### src/logic/byte_lane_select.sv
/* Little endian byte lane mux with NUL detect */

`timescale 1ns/10ps

module byte_lane_select (
    input  logic [31:0] word,
    input  logic [1:0]  offset,
    output logic [7:0]  ch,
    output logic        is_nul
);

    always_comb begin
        case (offset)
            2'd0: ch = word[7:0];
            2'd1: ch = word[15:8];
            2'd2: ch = word[23:16];
            default: ch = word[31:24];
        endcase
    end

    assign is_nul = (ch == 8'h00);  // String terminator

endmodule

### config.mk
export PLATFORM = sky130hd
export DESIGN_NAME = byte_lane_select
export DESIGN_NICKNAME = d
export VERILOG_FILES = /design/src/logic/byte_lane_select.sv
export SDC_FILE = /design/constraint.sdc
export NUM_CORES = 1
export LEC_CHECK = 0
export ABC_AREA = 1
export ABC_CLOCK_PERIOD_IN_PS = 3600
export BUFFER_PORTS_ARGS = -buffer_cell sky130_fd_sc_hd__buf_2
export CORE_AREA = 2 2 39 41
export DETAILED_ROUTE_END_ITERATION = 10
export DIE_AREA = 0 0 41 43
export PLACE_DENSITY = 0.71
export SLEW_MARGIN = 25
export SYNTH_ARGS = -nofsm -noshare
export SYNTH_HDL_FRONTEND = slang
export SYNTH_SLANG_ARGS = --single-unit
### constraint.sdc
create_clock -name vclk -period 3.6
set_clock_uncertainty 0.05 [all_clocks]
set_input_delay 0.9 -clock vclk [all_inputs]
set_output_delay 0.9 -clock vclk [all_outputs]
set_load 0.02 [all_outputs]
Yosys cells after proc, flatten, opt, wreduce, memory -nomap -nowiden
Index checks and enable logic that the tools add are counted.

storage, ports and cells
  word-level logic and storage cells = 5
  latch bits = 0
  output and inout port bits = 9
  RAM bits = 0
  memories = 0
  flip-flop bits (word level) = 0
  ROM bits = 0

operators by class
  bitwise gates (word level) = 0
  shift operators = 0
  eq/ne operators = 2
  multiplexer cells = 1
  multipliers = 0
  reductions and logical operators = 2
  add/sub/neg operators = 0
  div/mod/pow operators = 0
  magnitude comparators = 0

operators with widths
  operator                                       count
  one-hot mux 8 bit (3 select lines)             1
  zero test 8 bit                                1
  == test 2 x 1 -> 1 bit, second input constant  1
  == test 2 bit, second input constant           1
  zero test 2 bit                                1

Depth between registers and ports, before layout
  depth in word-level cells = 3
  gate-level depth with buffers = 7

Worst setup path before layout
OpenSTA, ideal clock, no wires.

  path type = input to output
  start point = input offset[0]
  end point = output is_nul
  stages on the path = 7
  arrival = 1.836 ns
  path buffers = 2
  setup slack = 0.814 ns
  cells stage by stage = buf_6 > buf_12 > nand3_1 > nand4_2 > nor2_1 > nand2_1 > nor2_2

on the way
  cells in the longest elaborated chain, start to end = 3
  elaborated cells between the ends (all ways) = 5
  classes of those cells = 2 x eq/ne; 1 x mux; 2 x reduce/logical

ends and longest elaborated chain
  element                                      RTL line  text
  from (decl)                                  7         input logic [1:0] offset,
  == test 2 bit, or another cell as far along  13        case (offset)
  one-hot mux 8 bit (3 select lines) *         13
  named net ch[4]                              8         output logic [7:0] ch,
  zero test 8 bit *                            21        assign is_nul = (ch == 8'h00);
  to (decl)                                    9         output logic is_nul

The timed path passes the listed nets; every way through them passes the cells marked *.

Worst setup path after layout
  start point = input offset[0]
  end point = output is_nul

on the way
  cells in the longest elaborated chain, start to end = 3
  elaborated cells between the ends (all ways) = 5
  classes of those cells = 2 x eq/ne; 1 x mux; 2 x reduce/logical

ends and longest elaborated chain
  element                                      RTL line
  == test 2 bit, or another cell as far along  13
  one-hot mux 8 bit (3 select lines) *         13
  zero test 8 bit *                            21

Mark *: on every way between the ends. The rest lies on a longest branch, timed or not.

==> metrics <==
status=finished, final reports clean; RSZ-0062 raised after global routing=false; Area Overhead vs Synth=46.0%; most common cell after layout, fill and taps aside=buf_2; final cell count without fillers=~110; port buffer count=43; largest net degree at the start of global routing=19; DRT Wirelength=about 1200 um; crit path kind=in2out; yosys warns=0; Max FO, Critical Path=18; die area=1760 um2; Initial Util=28.5%; critical path's slowest cell=buf_2; final period utilization=roughly 84%; Hold/Removal Path Class=in2out; via count=roughly 550; Post CTS Setup Buffer Count=0; maximum vdd ir drop=around 56 uV; area occupied by registers=0 um2; Hold Slack=2.10 ns; leakage power=approximately 0.27 nW; total internal power=about 0.033 mW; Sw Pwr=0.0454 mW; share of cells above drive strength 1=68.8%; Remaining DRCs=0; CLK BUF=0; pin slew with the least headroom to its limit=roughly 0.41 ns; Vias/cell=approximately 5; CP most frequent cell=buf_2; syn avg cell area=~7.3 um2; core footprint=~1400 um2; Max Slew Vio Count=0; height of the die=between 40 and 50 um; synthesized net count=88; Gate power share=between 90% and 100%; gr usage total=between 10 and 15%; placed insts=roughly 110; # resized after CTS=0; Wirelength per Cell=11.1 um; commonest non-fill, non-tap cells in the layout=buf_2 (43), nand3_1 (16), nand2_1 (10), nand3_2 (8), nand4_2 (8); grt ovf=0; post-layout min period=3.04 ns; post-synth top area share=roughly a quarter; first-pass GRT wire length=slightly below 2000 um; vias in the first global route=~500; Die W=41 um; crit-path max cell delay=between 0.3 and 0.4 ns; Seq Cell Count=0; DR iter-0 viols=3; max_cap viols=0; PwrDens=~140 nW/um2; post-synthesis sequential area ratio=0%; setup_tns=0 ns; setup violators final=0; Util after Layout=41.6%; Final Hold Fails=0; delay-heaviest family, CP=buffers and inverters; Post-Syn Area=about 390 um2; synth unique cells=10; Clk pwr share=0%; first drt pass iteration count=3; Critical Path RT=about 2.7 ns; Ports=43; largest cells by area after synthesis=nand4_2 (25%), nand3_1 (20%), nand3_2 (20%); WP data arrival=around 2.1 ns; CP Cell Sequence=buf_2, inv_2, nand3_1, nand4_2, nor2_1, nand2_1, nor2_2, buf_2; initial antenna violation count=0; Mapped Cells=54; Hold Buf Count CTS=0; highest clock rate=approximately 0.33 GHz; Worst setup EP type=output pin; Synth area leader=nand4_2; share of power burned in registers=0%; relative slew slack=roughly 73%; final antenna-violating net count=0; RD Place Congestion=around 0.7; Sw Ratio=58.1%; diode count=0; Final #Nets=129; CP Launch Type=primary input; Rows=14; CP bufs+invs=3
[synth_stat cells]
library cell and number:
nor2_1 3, nor2_2 2, nand4_2 8, nand3_1 16, buf_6 3, inv_2 2
nand3_2 8, nor2_4 1, buf_12 1, nand2_1 10
[layer usage]
layer / up-vias / global-route usage [%] / wire length (um) / share of wire, %
met5: - / 0 / 0 / 0
met1: 251 / 17.4 / 456 / 38
met4: 0 / 0 / 0 / 0
met3: 0 / 1.05 / 98 / 8.1
li1: 276 / - / - / -
met2: 19 / 28.4 / 659 / 54
[area by class of cell]
type,count,area [um2]
Fill cell,167,808
Tap cell,16,20.0
Multi-Input combinational cell,48,333
Inverter,2,7.51
Timing Repair Buffer,43,215
[through the flow]
step	power, mW	setup slack, ns	instance area, um2
6_report	0.0780	0.565	576
5_1_grt	0.0860	0.443	576
4_1_cts	0.0792	0.538	576
3_5_place_dp	0.0789	0.538	576
3_3_place_gp	0.0783	0.579	576
2_1_floorplan	0.0525	0.814	394
[tightest hold or removal path: cells and delay by family]
| kind | cells | cell delay [ns] |
|---|---|---|
| AND/OR/NAND/NOR | 2 | 0.12 |
| buffers and inverters | 2 | 0.23 |
[power groups by stage]
stage	Clock [mW]	Sequential [mW]	Combinational, mW
after floorplan	0	0	0.0525
after global placement	0	0	0.0783
after detailed placement	0	0	0.0789
after CTS	0	0	0.0792
after global routing	0	0	0.0860
final	0	0	0.0780
[worst paths after layout]
path	from	to	cells past startpoint
max	offset[0]	is_nul	8
min	word[1]	ch[1]	4
[cells by family (layout without fill, tap and decap cells)]
kind of cell | count (synthesis) | in the layout | synth area share (%)
simple gates | 48 | 48 | 84.4
buf+inv | 6 | 45 | 15.6
Power figures use the tool's default switching activity.
