--- src/logic/dmem_pkg.sv ---
/* Segment bounds, address word views and the request and
   character structs shared by the data memory blocks */

package dmem_pkg;

    // Segment bounds (byte addresses)
    localparam logic [31:0] DATA_BASE = 32'h0040_0000; // First data word
    localparam logic [31:0] STACK_TOP = 32'hffff_ffff; // Last stack byte

    // One address word, read as bytes or as word index plus lane
    typedef union packed {
        logic [31:0] byte_addr;
        struct packed {
            logic [29:0] word;
            logic [1:0]  off;
        } fields;
    } mem_addr_u;

    typedef enum logic [1:0] {
        SEG_NONE,
        SEG_DATA,
        SEG_STACK
    } seg_e;

    // Processor side request, 65 bits
    typedef struct packed {
        logic        write;
        mem_addr_u   addr;
        logic [31:0] wdata;
    } mem_req_t;

    // Printed character
    typedef struct packed {
        logic [7:0] ch;
        logic       last;  // Final char before NUL
    } chr_t;

endpackage

--- src/logic/segment_decoder.sv ---
/* Segment decoder mapping a byte address to segment,
   local word index and fault flag */

`timescale 1ns/10ps

module segment_decoder #(
    parameter int DATA_WORDS  = 1024,
    parameter int STACK_WORDS = 1024
) (
    input  dmem_pkg::mem_addr_u addr,
    output dmem_pkg::seg_e      seg,
    output logic [31:0]         index,
    output logic                fault
);

    import dmem_pkg::*;

    // Word bounds of both segments, inclusive
    localparam logic [29:0] DATA_LO  = DATA_BASE[31:2];
    localparam logic [29:0] DATA_HI  = DATA_LO + 30'(DATA_WORDS) - 30'd1;
    localparam logic [29:0] STACK_HI = STACK_TOP[31:2];
    localparam logic [29:0] STACK_LO = STACK_HI - 30'(STACK_WORDS) + 30'd1;

    logic [29:0] word;

    always_comb begin
        word = addr.fields.word;
        if (word >= DATA_LO && word <= DATA_HI) begin
            seg   = SEG_DATA;
            index = {2'b00, word - DATA_LO};
        end else if (word >= STACK_LO && word <= STACK_HI) begin
            seg   = SEG_STACK;
            index = {2'b00, word - STACK_LO};
        end else begin
            seg   = SEG_NONE;  // Between segments or below data
            index = 32'd0;
        end
    end

    assign fault = (seg == SEG_NONE);

endmodule

--- config.mk ---
export PLATFORM = sky130hd
export DESIGN_NAME = segment_decoder
export DESIGN_NICKNAME = d
export VERILOG_FILES = /design/src/logic/dmem_pkg.sv /design/src/logic/segment_decoder.sv
export SDC_FILE = /design/constraint.sdc
export NUM_CORES = 1
export LEC_CHECK = 0
export BUFFER_PORTS_ARGS = -buffer_cell sky130_fd_sc_hd__buf_2
export CORE_AREA = 2 2 45 47
export DETAILED_ROUTE_END_ITERATION = 12
export DIE_AREA = 0 0 47 49
export GPL_ROUTABILITY_DRIVEN = 0
export PLACE_DENSITY = 0.78
export SLEW_MARGIN = 20
export SYNTH_ARGS = -nofsm -noshare
export SYNTH_HDL_FRONTEND = slang
export SYNTH_SLANG_ARGS = --single-unit
--- constraint.sdc ---
create_clock -name vclk -period 3.8
set_clock_uncertainty 0.2 [all_clocks]
set_input_delay 0.76 -clock vclk [all_inputs]
set_output_delay 0.76 -clock vclk [all_outputs]
set_load 0.05 [all_outputs]
# Word level (Yosys, flattened, before mapping)
# Cells that the tools add are included.
classes:
  shift: 0
  n_reduce_logical: 3
  add_sub_neg: 2
  n_lt_le_gt_ge: 4
  eq_ne: 0
  bitwise_logic: 0
  multipliers: 0
  mux: 4
  n_div: 0
ops:
  columns: ["op", "count"]
  rows:
  - ["$mux 30", 2]
  - ["$ge 30x21->1 const B", 1]
  - ["$ge 30x30->1 const B", 1]
  - ["$le 30x21->1 const B", 1]
  - ["$le 30x30->1 const B", 1]
  - ["$sub 30x21->30 const B", 1]
  - ["$sub 30x30->30 const B", 1]
  - ["$mux 2", 2]
  - ["$logic_and 1x1->1", 2]
  - ["$logic_not 2->1", 1]
totals:
  ram_bits: 0
  ff_bits: 0
  memories: 0
  latch_bits: 0
  mem_bits_ro: 0
  elab_cells: 13
  input_bits: 32
  output_inout_bits: 35

# Depth between registers and ports, before layout
logic_depth:
  ltp_word: 5
  depth_mapped: 8
  mapped_depth_nobuf: 8

# Worst setup path before layout
# No wires, ideal clock.
synth_path:
  path_type: "in2out"
  from: "input addr[23] (netlist bit)"
  to: "output index[11]"
  slack_ns: -0.289
  stages: 7
  t_required_ns: 2.840
  t_arrival_ns: 3.129
  path_buffers: 0
  path_cell_list: "inv_1 -> ha_1 -> nand4bb_1 -> or4_1 -> o221ai_2 -> nand2_2 -> o21ai_0"
synth_via:
  elab_chain_cells: 4
synth_lines:
  columns: ["item", "line", "source"]
  rows:
  - ["start, declared", "segment_decoder.sv:10", "input dmem_pkg::mem_addr_u addr,"]
  - ["$ge 30x30->1 or $le 30x30->1 (tied branches)", "segment_decoder.sv:31", "end else if (word >= STACK_LO && word <= STACK_HI) begin"]
  - ["$logic_and 1x1->1", "segment_decoder.sv:31", null]
  - ["$mux 30", "segment_decoder.sv:31", null]
  - ["$mux 30 (*)", "segment_decoder.sv:28", "if (word >= DATA_LO && word <= DATA_HI) begin"]
  - ["end, declared", "segment_decoder.sv:12", "output logic [31:0] index,"]
# Mark *: on every way between the ends. The rest lies on a longest branch, timed or not.

# Worst setup path after layout
layout_path:
  from: "input addr[23] (netlist bit)"
  to: "output index[21]"
# Same word-level chain as after synthesis.

==> results.md <==
* Final min period at 3.695 ns
* Clock group share of total power at 0%
* # IOs at 67
* Worst hold margin at ~1.7 ns
* Area of the multi-input gates at 621.8 sq um
* Synth Warn # at 0
* DIE AREA at approximately 2300 sq um
* Post-synthesis cell type count at 31
* DRC violations left at 0
* Final hold vios at 0
* Antenna diodes at 0
* Slowest stage cell, crit path: a2111oi_4
* Syn avg cell area at 7.100 sq um
* Row cnt at 16
* Critical Path Fanout Max at 7
* Filler Cell Count at 177
* Final setup viols at 0
* Worst path max stage delay at 0.47 ns
* Placed Cells at 184
* Vias in the first global route at 848
* Starting DRT DRC Count at 20
* Most frequent cells in the layout: buf_2, clkbuf_4, buf_4
* Post-DR wirelength/cell at 12.49 um
* Cell area after synthesis at 631.9 sq um
* Max-cap violations at 0
* Vias per inst at 5.122
* Crit path capture type: primary output
* Leakage at between 0.5 and 0.6 nW
* Routed WL at about 2300 um
* Placement Cell Area at 1017 sq um
* Core area at approximately 1800 sq um
* Internal Power at about 26 uW
* Register area at 0 sq um
* Max frequency at 0.2706 GHz
* Final antenna-violating net count at 0
* Worst path arrival time at 2.74 ns
* Fin nets at 201
* HP Class: input pin to primary output
* DP HPWL at 1865 um
* Synth Instances at 89
* CTS Hold Bufs at 0
* Syn-to-layout area delta at 81.39%
* CP Launch Type: input pin
* Worst EP required at 2.84 ns
* PwrDens at about 51 nW/um^2
* Ratio of cells with drive above 1 in the final layout at 60.25%
* # clk buffers at 0
* Initial antenna violation count at 0
* Global-route usage over all layers at 17.96%
* Global route overflow at 0
* Slew Viols, Final at 0
* Status: completed
* Starting Density at 34.31%
* Largest net degree at the start of global routing at 10
* Die Y at 49 um
* Non-filler instance count after layout at about 190
* Register area share after synthesis at 0%
* Die width at 47 um
* Cells along the critical path: buf_2 > inv_2 > ha_4 > nand4bb_1 > nand4b_1 > a2111oi_4 > nand2_2 > o22ai_1 > clkbuf_4
* Gate power share at 100.0%
* Crit Path Category: input pin to primary output
* Final Core Density at 62.23%
* Sw power at 32.80 uW
* Switching Share at 56.18%
* Power consumption at 58.39 uW
* Final TNS setup at 0 ns
* First-pass GRT wire length at 3298 um
* Port-buffer cells at 63
* Commonest non-fill, non-tap cell in the layout: buf_2
* PnR worst setup slack at 0.1049 ns
* Pre-antenna DRT Iters at 4
* Seq cells at 0
* Pre-CTS WS at 0.04922 ns
* Tcrit/Tclk final at 97.24%
* Maximum VDD drop at 0.02580 mV
* Post-route design area at 1146 sq um
* Vias after detailed routing at 963
* Reg power frac at 0%
==> kinds of logic after synthesis <==
logic type	synth area share (%)
compound gates	21.19
xor+xnor	5.546
fa+ha+maj	11.88
buf+inv	7.326
other cells	0.5935
simple gates	53.47
==> per-layer routing <==
layer	wire (um)	track usage (%)	up-vias	share of wire (%)
met5	0	0	-	0
met3	161	1.111	4	6.9
met4	44	3.704	0	1.9
li1	-	-	470	-
met2	1328	36.53	50	57
met1	814	18.22	439	35
==> synthesized netlist by cell type <==
library cell	number	share of area (%)
o221ai_2	1	2.4
and3_2	4	4.8
nand4_1	7	6.9
o21a_1	3	3.6
xnor2_1	2	2.8
clkinv_2	1	0.79
buf_4	3	3.6
or4_1	1	1.2
a22o_1	4	5.5
nor2_1	12	7.1
conb_1	1	0.59
xor2_1	2	2.8
a21oi_1	2	1.6
nand4b_1	1	1.4
and3_1	1	0.99
ha_1	6	12
o22ai_1	1	0.99
inv_1	5	3.0
nor4b_1	1	1.4
nand3_1	5	4.0
and4_1	1	1.4
nor2b_2	7	9.7
nor2b_4	1	2.2
nand2_1	5	3.0
a2111oi_4	1	4.4
nor4_1	4	4.0
a21o_1	1	1.2
nand2_2	1	0.99
nand4bb_1	1	1.8
o21ai_0	2	1.6
and2b_2	2	2.8
==> path summary, 6_finish.rpt <==
path  startpoint         to  cells after the start
max     addr[23]  index[21]                      9
min     addr[17]  index[15]                      3
==> power groups by stage <==
stage | combinational, mW | clock [mW] | sequential (mW)
after floorplan | 0.0242 | 0 | 0
after global placement | 0.0529 | 0 | 0
after detailed placement | 0.0546 | 0 | 0
after CTS | 0.0548 | 0 | 0
after global routing | 0.0640 | 0 | 0
final | 0.0584 | 0 | 0
==> critical path: cells and delay by family <==
| kind | cells | cell delay [ns] |
|---|---|---|
| AO/OA/AOI/OAI | 2 | 0.71 |
| buffers and inverters | 3 | 0.50 |
| adder cells (fa/ha/maj) | 1 | 0.14 |
| AND/OR/NAND/NOR | 3 | 0.61 |
==> layout make-up <==
class | count | area share [%]
Inverter | 6 | 2.183
Timing Repair Buffer | 73 | 39.96
Multi-Input combinational cell | 81 | 54.26
Timing Repair inverter | 1 | 0.6550
Tap cell | 27 | 2.948
==> timing repair <==
item                                    4_1_cts  5_1_grt
resized for setup                             0       38
endpoints found under the setup margin        0       21
setup buffers                                 0        3
No activity file was read; power rests on OpenSTA's default activity.
