==> config.mk <==
export PLATFORM = sky130hd
export DESIGN_NAME = dmem_control
export DESIGN_NICKNAME = d
export VERILOG_FILES = /design/src/logic/dmem_pkg.sv /design/src/logic/dmem_control.sv
export SDC_FILE = /design/constraint.sdc
export NUM_CORES = 1
export LEC_CHECK = 0
export BUFFER_PORTS_ARGS = -buffer_cell sky130_fd_sc_hd__buf_2
export CAP_MARGIN = 40
export CORE_ASPECT_RATIO = 0.5
export CORE_MARGIN = 5
export CORE_UTILIZATION = 51
export CTS_CLUSTER_DIAMETER = 50
export DETAILED_ROUTE_END_ITERATION = 12
export GPL_ROUTABILITY_DRIVEN = 0
export GPL_TIMING_DRIVEN = 0
export PLACE_DENSITY_LB_ADDON = 0.1
export SLEW_MARGIN = 20
export SYNTH_ARGS = -nofsm -noshare
export SYNTH_HDL_FRONTEND = slang
export SYNTH_SLANG_ARGS = --single-unit
==> constraint.sdc <==
create_clock -name clk -period 6.1 [get_ports clk]
set_input_delay 1.22 -clock clk [delete_from_list [all_inputs] [get_ports clk]]
set_output_delay 1.22 -clock clk [all_outputs]
set_load 0.1 [all_outputs]
==> src/logic/dmem_pkg.sv <==
/* Segment bounds, address word views and the request and
   character structs shared by the data memory blocks */

package dmem_pkg;

    // Segment bounds (byte addresses)
    localparam logic [31:0] DATA_BASE = 32'h0040_0000; // First data word
    localparam logic [31:0] STACK_TOP = 32'hffff_ffff; // Last stack byte

    // One address word, read as bytes or as word index plus lane
    typedef union packed {
        logic [31:0] byte_addr;
        struct packed {
            logic [29:0] word;
            logic [1:0]  off;
        } fields;
    } mem_addr_u;

    typedef enum logic [1:0] {
        SEG_NONE,
        SEG_DATA,
        SEG_STACK
    } seg_e;

    // Processor side request, 65 bits
    typedef struct packed {
        logic        write;
        mem_addr_u   addr;
        logic [31:0] wdata;
    } mem_req_t;

    // Printed character
    typedef struct packed {
        logic [7:0] ch;
        logic       last;  // Final char before NUL
    } chr_t;

endpackage

==> src/logic/dmem_control.sv <==
/* Data memory control FSM serving the processor port, the
   print string walk and the character handshake */

`timescale 1ns/10ps

module dmem_control (
    input  logic                clk,
    input  logic                rst,
    input  logic                cpu_valid,
    input  dmem_pkg::mem_req_t  cpu_req,
    output logic                cpu_ready,
    output logic                rd_valid,
    output logic                seg_fault,
    input  logic                sys_req,
    input  logic [31:0]         sys_addr,
    output logic                sys_ack,
    output logic                chr_req,
    input  logic                chr_ack,
    output dmem_pkg::chr_t      chr_out,
    output dmem_pkg::mem_addr_u dec_addr,
    input  dmem_pkg::seg_e      dec_seg,
    input  logic                dec_fault,
    output logic                data_en,
    output logic                data_we,
    output logic                stack_en,
    output logic                stack_we,
    output logic                sel_stack,
    input  logic [7:0]          lane_ch,
    input  logic                lane_nul,
    output logic [1:0]          lane_off
);

    import dmem_pkg::*;

    typedef enum logic [2:0] {
        IDLE,
        ACCESS_WAIT,
        PRINT_READ,
        PRINT_LOOK,
        PRINT_SEND,
        PRINT_RELEASE,
        SYS_DONE
    } state_e;

    state_e      state;
    mem_addr_u   ptr;         // Next byte to read during a walk
    logic [7:0]  cur_ch;
    logic        have_cur;    // cur_ch holds a char not yet sent
    logic        walk_fault;
    logic        acc_fault;
    logic        cpu_acc;
    logic        issue_cpu;
    logic        issue_walk;
    logic        ram_we;

    // ############################
    // Port and RAM strobes
    // ############################

    always_comb begin
        cpu_ready  = (state == IDLE) && !sys_req;  // Print call wins
        cpu_acc    = cpu_valid && cpu_ready;
        dec_addr   = (state == IDLE) ? cpu_req.addr : ptr;
        issue_cpu  = cpu_acc && !dec_fault;
        issue_walk = (state == PRINT_READ) && !dec_fault;
        ram_we     = issue_cpu && cpu_req.write;
        data_en    = (issue_cpu || issue_walk) && (dec_seg == SEG_DATA);
        data_we    = ram_we && (dec_seg == SEG_DATA);
        stack_en   = (issue_cpu || issue_walk) && (dec_seg == SEG_STACK);
        stack_we   = ram_we && (dec_seg == SEG_STACK);
    end

    assign lane_off = ptr.fields.off;
    assign sys_ack  = (state == SYS_DONE);
    assign chr_req  = (state == PRINT_SEND);

    // ############################
    // FSM
    // ############################

    always_ff @(posedge clk) begin
        if (rst) begin
            state      <= IDLE;
            rd_valid   <= 1'b0;
            seg_fault  <= 1'b0;
            acc_fault  <= 1'b0;
            have_cur   <= 1'b0;
            walk_fault <= 1'b0;
        end else begin
            rd_valid  <= 1'b0;
            seg_fault <= 1'b0;
            case (state)
                IDLE: begin
                    if (sys_req) begin
                        have_cur   <= 1'b0;
                        walk_fault <= 1'b0;
                        state      <= PRINT_READ;
                    end else if (cpu_acc && (dec_fault || !cpu_req.write)) begin
                        acc_fault <= dec_fault;  // Good writes stay in IDLE
                        state     <= ACCESS_WAIT;
                    end
                end
                ACCESS_WAIT: begin
                    rd_valid  <= !acc_fault;
                    seg_fault <= acc_fault;
                    state     <= IDLE;
                end
                PRINT_READ: begin
                    if (!dec_fault) begin
                        state <= PRINT_LOOK;
                    end else if (have_cur) begin
                        walk_fault <= 1'b1;  // Walked off, send what we hold
                        state      <= PRINT_SEND;
                    end else begin
                        seg_fault <= 1'b1;
                        state     <= SYS_DONE;
                    end
                end
                PRINT_LOOK: begin
                    if (have_cur) begin
                        state <= PRINT_SEND;
                    end else if (lane_nul) begin
                        state <= SYS_DONE;   // Empty string
                    end else begin
                        have_cur <= 1'b1;
                        state    <= PRINT_READ;
                    end
                end
                PRINT_SEND: begin
                    if (chr_ack) state <= PRINT_RELEASE;
                end
                PRINT_RELEASE: begin
                    if (!chr_ack) begin
                        if (chr_out.last) begin
                            seg_fault <= walk_fault;
                            state     <= SYS_DONE;
                        end else begin
                            state <= PRINT_READ;
                        end
                    end
                end
                SYS_DONE: begin
                    if (!sys_req) state <= IDLE;
                end
                default: state <= IDLE;
            endcase
        end
    end

    // Walk pointer, characters and read select
    always_ff @(posedge clk) begin
        if (issue_cpu && !cpu_req.write || issue_walk) begin
            sel_stack <= (dec_seg == SEG_STACK);
        end
        case (state)
            IDLE: begin
                if (sys_req) ptr.byte_addr <= sys_addr;
            end
            PRINT_READ: begin
                if (dec_fault) chr_out.last <= 1'b1;
                if (dec_fault) chr_out.ch <= cur_ch;
            end
            PRINT_LOOK: begin
                cur_ch <= lane_ch;
                if (have_cur) begin
                    chr_out.ch   <= cur_ch;
                    chr_out.last <= lane_nul;  // Look-ahead byte is NUL
                end else if (!lane_nul) begin
                    ptr.byte_addr <= ptr.byte_addr + 32'd1;
                end
            end
            PRINT_RELEASE: begin
                if (!chr_ack && !chr_out.last) begin
                    ptr.byte_addr <= ptr.byte_addr + 32'd1;
                end
            end
            default: ;
        endcase
    end

endmodule

# Word-level counts from Yosys, hierarchy flattened

Cells that the tools add are included.

Register bits after elaboration: 58
Latch bits: 0
Bits in writable memories: 0
Memory bits (read-only): 0
Input bits: 114
Logic and storage cells: 99
Memories: 0

$add $sub $neg: 1
Multipliers: 0
Divide/modulo/power cells: 0
Order comparisons: 0
Equality and inequality tests: 19
Shifts and indexed selects: 0
Muxes and demuxes: 33
Bitwise logic cells: 2
Reductions and logical operators: 33

Operators with widths:

| operator                                                        | number |
|---|---|
| 32-bit two-way mux                                              | 5 |
| 32-bit one-hot mux with 3 select lines                          | 1 |
| 32-bit by 1-bit adder with 32-bit output, second input constant | 1 |
| 3-bit two-way mux                                               | 9 |
| 2-bit != test, second input constant                            | 9 |
| 3-bit one-hot mux with 6 select lines                           | 1 |
| 9-bit one-hot mux with 2 select lines                           | 1 |
| 1-bit logical AND                                               | 12 |
| 1-bit two-way mux                                               | 10 |
| 3-bit == test, second input constant                            | 3 |
| 9-bit two-way mux                                               | 1 |
| 8-bit two-way mux                                               | 1 |
| 4-bit AND reduction                                             | 2 |
| 3-bit by 2-bit == test with 1-bit output, second input constant | 2 |
| 1-bit logical NOT                                               | 6 |
| 3-bit AND reduction                                             | 2 |
| 2-bit nonzero test                                              | 3 |
| 5-bit AND reduction                                             | 1 |
| 1-bit one-hot mux with 2 select lines                           | 2 |
| 3-bit by 1-bit == test with 1-bit output, second input constant | 1 |
| 3-bit logical NOT                                               | 1 |
| 1-bit logical OR                                                | 3 |
| 3-bit by 2-bit != test with 1-bit output, second input constant | 1 |
| 1-bit one-hot mux with 3 select lines                           | 1 |
| 8 further kinds                                                 | 9 |

# Longest topological paths before layout

Word-level depth: 7
Mapped depth: 7
Gate-level depth less buffers: 6

# Least setup slack after synthesis

OpenSTA, ideal clock, no wires.

Path type: input -> output
Start: input sys_req
End: output data_we
Data arrival time: 4500 ps
Data required time: 4880 ps
Path slack: 380 ps
Stages on the path: 3
Buffers on the path: 0
Path through: nor4_2 > nand4b_1 > nor2_1

Word-level cells in the longest chain between the ends: 6

Ends and longest elaborated chain:

| item               | RTL line           | text |
|---|---|---|
| start: declaration | dmem_control.sv:14 | `input logic sys_req,` |
| 1-bit logical NOT  | -                  |  |
| 1-bit logical AND  | dmem_control.sv:61 | `cpu_ready = (state == IDLE) && !sys_req;` |
| 1-bit logical AND  | dmem_control.sv:62 | `cpu_acc = cpu_valid && cpu_ready;` |
| 1-bit logical AND  | dmem_control.sv:64 | `issue_cpu = cpu_acc && !dec_fault;` |
| 1-bit logical AND  | dmem_control.sv:66 | `ram_we = issue_cpu && cpu_req.write;` |
| 1-bit logical AND  | dmem_control.sv:68 | `data_we = ram_we && (dec_seg == SEG_DATA);` |
| end: declaration   | dmem_control.sv:24 | `output logic data_we,` |

No other way between the ends.

# Worst setup path in the final report

Start: input dec_fault
End: output data_en

Word-level cells in the longest chain between the ends: 4
Elaborated cells between the ends (all ways): 5

Ends and longest elaborated chain:

| item                                        | RTL line                               | text |
|---|---|---|
| start: declaration                          | dmem_control.sv:22                     | `input logic dec_fault,` |
| 1-bit logical NOT (*)                       | -                                      |  |
| 1-bit logical AND, on equally long branches | dmem_control.sv:64, dmem_control.sv:65 |  |
| 1-bit logical OR (*)                        | dmem_control.sv:67                     | `data_en = (issue_cpu \|\| issue_walk) && (dec_seg == SEG_DATA);` |
| 1-bit logical AND (*)                       | dmem_control.sv:67                     |  |
| end: declaration                            | dmem_control.sv:23                     | `output logic data_en,` |

Mark *: on every way between the ends. The rest lies on a longest branch, timed or not.

==> flow_metrics.py <==
metrics = {
    "logic_synthesis": {
        "syn_avg_cell_area_sq_um": 10.6,
        "yosysTopAreaCellShare_pct": 42.6,
        "synthTopCellsByArea": "edfxtp_1 43%, mux2_2 9.9%, xor2_1 4.7%",
        "synth_top_family_by_area": "simple AND/OR/NAND/NOR gates",
        "synth_top_area_cell": "edfxtp_1",
        "synth_edf_count": 50,
        "synth_xor_area_share_pct": 7.70,
        "synthDistinctLibCells": 49,
        "yosys.area_share.adder_pct": 0.355,
        "ys_ff_latch": 58,
        "seq_area_frac_synth_pct": 47.1,
        "synth_warnings": 0,
        "synth-compound-area-share_pct": 9.57,
        "syn-num-nets": 447,
        "synth_commonest_cells": "50 x edfxtp_1, 42 x nand2_1, 31 x mux2_2",
        "syn_area_sq_um": 3530,
        "synthArstFlopShare_pct": 0,
        "yosysMostFrequentCell": "edfxtp_1",
        "ys.flop_type": "edfxtp_1",
        "synthCells": 332,
        "synth.mux.area_fraction_pct": 11.1,
        "synthSimpleGateAreaFrac_pct": 20.7,
    },
    "layout": {
        "postLayoutCoreUtil_pct": 69.2,
        "nets": 593,
        "synthToLayoutAreaGrowth_pct": 31.4,
        "layout-drive-gt1-share_pct": 44.7,
        "fill_cells": 542,
        "final_cell_area_sq_um": 4640,
        "diodes": 0,
    },
    "clocking": {
        "cts-root-buf": "clkbuf_16",
        "clock_path_buffers": 2,
        "ctsResizeCount": 0,
        "cts_hold_buf": 0,
        "cts_tree": "built",
        "cts_buffers": 9,
        "cts_sinks": 58,
        "cts_setup_buffers": 0,
        "path_clk_slew_ns": 0.05,
        "clock_latency_ns": 0.33,
        "htreeDepth": 3,
    },
    "floorplanning": {
        "rows": 21,
        "start_util_pct": 52.7,
        "dieArea_sq_um": 8780,
        "io_pins": 167,
        "core_area_sq_um": 6700,
        "die-width_um": 128,
        "dieHeight_um": 68.8,
    },
    "timing": {
        "period_needed_ns": 3.64,
        "rsz0062_at_grt": "no",
        "tns_ns": 0,
        "setup_viol": 0,
        "worstMarginPinSlew_ns": 0.717,
        "max_freq_mhz": 275,
        "max_slew_margin_pct": 52.1,
        "hold_violations": 0,
        "fin_crit_sh_pct": 59.6,
        "fin_skew_ns": 0.00588,
        "drv_slew": 0,
    },
    "drt": {
        "drt_first_pass_iters": 4,
        "ant_nets": 0,
        "vias_per_cell": 5.26,
        "routed_wl_um": 8850,
        "wl_per_cell_um": 15.4,
        "drcViolationCount": 0,
        "drt_iter0_markers": 190,
        "vias": 3027,
    },
    "global_route": {
        "gr-total-overflow": 0,
        "grt_util_all_layers_pct": 20.9,
        "antenna_found_initial": 0,
        "grt_pass1_wl_um": 14100,
        "grt_max_degree": 17,
        "grt_pass1_vias": 3051,
    },
    "placed_design": {
        "io_buffers": 133,
        "placed_cell_area_sq_um": 4360,
        "dpl.hpwl_um": 6780,
    },
    "critical_path": {
        "crit_type": "input pin to primary output",
        "rrSetupSlack_ns": 3.97,
        "max_stage_delay_ns": 0.43,
        "crit_family": "buffers and inverters",
        "cp.required_ns": 4.88,
        "crit_chain": "clkbuf_1 -> nor3_1 -> o21ai_0 -> nor2_1 -> buf_2",
        "cp.arrival_ns": 2.42,
        "cp_slowest_cell": "buf_2",
        "critPathCaptureType": "primary output",
        "cp_max_fo": 10,
        "cp-start-kind": "input pin",
        "crit_buf_inv": 2,
    },
    "min_path": {
        "hp-class": "flop to flop",
    },
    "status": {
        "status": "finished, final reports clean",
    },
    "flow_run": {
        "cap_violations": 0,
    },
}
[registers in the layout, summed over array words and instances (netlist names)]
| name | cells |
|---|---|
| ptr | 32 |
| chr_out | 9 |
| cur_ch | 8 |
| state | 3 |
| acc_fault | 1 |
| have_cur | 1 |
| rd_valid | 1 |
| seg_fault | 1 |
| sel_stack | 1 |
| walk_fault | 1 |
[final timing paths]
kind / start / end / depth (start not counted)
max: dec_fault / data_en / 5
min: cur_ch[1] / chr_out[2] / 0
max reg2reg: state[2] / ptr[19] / 7
min reg2reg: cur_ch[1] / chr_out[2] / 0
[cell usage in the layout (no fill, tap or decap), types with 4 or more instances in the layout]
| cell | Yosys | layout |
|---|---|---|
| a21oi_1 | 5 | 5 |
| and3_1 | 6 | 6 |
| buf_2 | 10 | 143 |
| buf_4 | 6 | 6 |
| clkbuf_1 | 3 | 5 |
| clkbuf_16 | 0 | 9 |
| clkinv_1 | 0 | 4 |
| dfxtp_1 | 8 | 8 |
| edfxtp_1 | 50 | 50 |
| inv_1 | 5 | 5 |
| mux2_2 | 31 | 31 |
| nand2_1 | 42 | 42 |
| nand2b_1 | 7 | 7 |
| nand3_1 | 12 | 12 |
| nand4_1 | 13 | 13 |
| nor2_1 | 21 | 21 |
| nor2b_1 | 5 | 5 |
| o21ai_0 | 18 | 18 |
| o21ai_1 | 11 | 11 |
| o21ai_2 | 10 | 10 |
| xnor2_1 | 12 | 12 |
| xor2_1 | 19 | 19 |
[through the flow]
step | hold slack, ns | cells | setup WS, ns
2_1_floorplan | 0.400 | 332 | 0.380
3_3_place_gp | 0.400 | 557 | 0.280
3_5_place_dp | 0.410 | 559 | 2.50
4_1_cts | 0.415 | 575 | 2.50
5_1_grt | 0.417 | 575 | 2.32
6_report | 0.415 | 575 | 2.46
[cell families after synthesis]
kind of cell | after synthesis
AOI/OAI and AO/OA | 54
xor gates and xnor gates | 31
adders and majority gates | 1
buffers and inverters | 24
DFF | 58
muxes | 35
and+or+nand+nor | 129
[cell type report]
cell class / count / area, sq um / area share, %
buffer: 19 / 106 / 2.29
clock buffer: 11 / 233 / 5.02
clock inverter: 5 / 45.0 / 0.972
inverter: 5 / 18.8 / 0.405
multi-input combinational: 250 / 1760 / 38.0
sequential: 58 / 1660 / 35.8
tap: 92 / 115 / 2.48
timing repair buffer: 135 / 696 / 15.0
[layer usage]
layer	GRT usage, %	wire [um]
met2	36.6	4350
met1	24.7	3750
met5	0	0
met3	7.23	691
met4	6.48	61
Power is not shown: default switching activity piles up to over one toggle a cycle in this logic, so the estimate is an artifact.
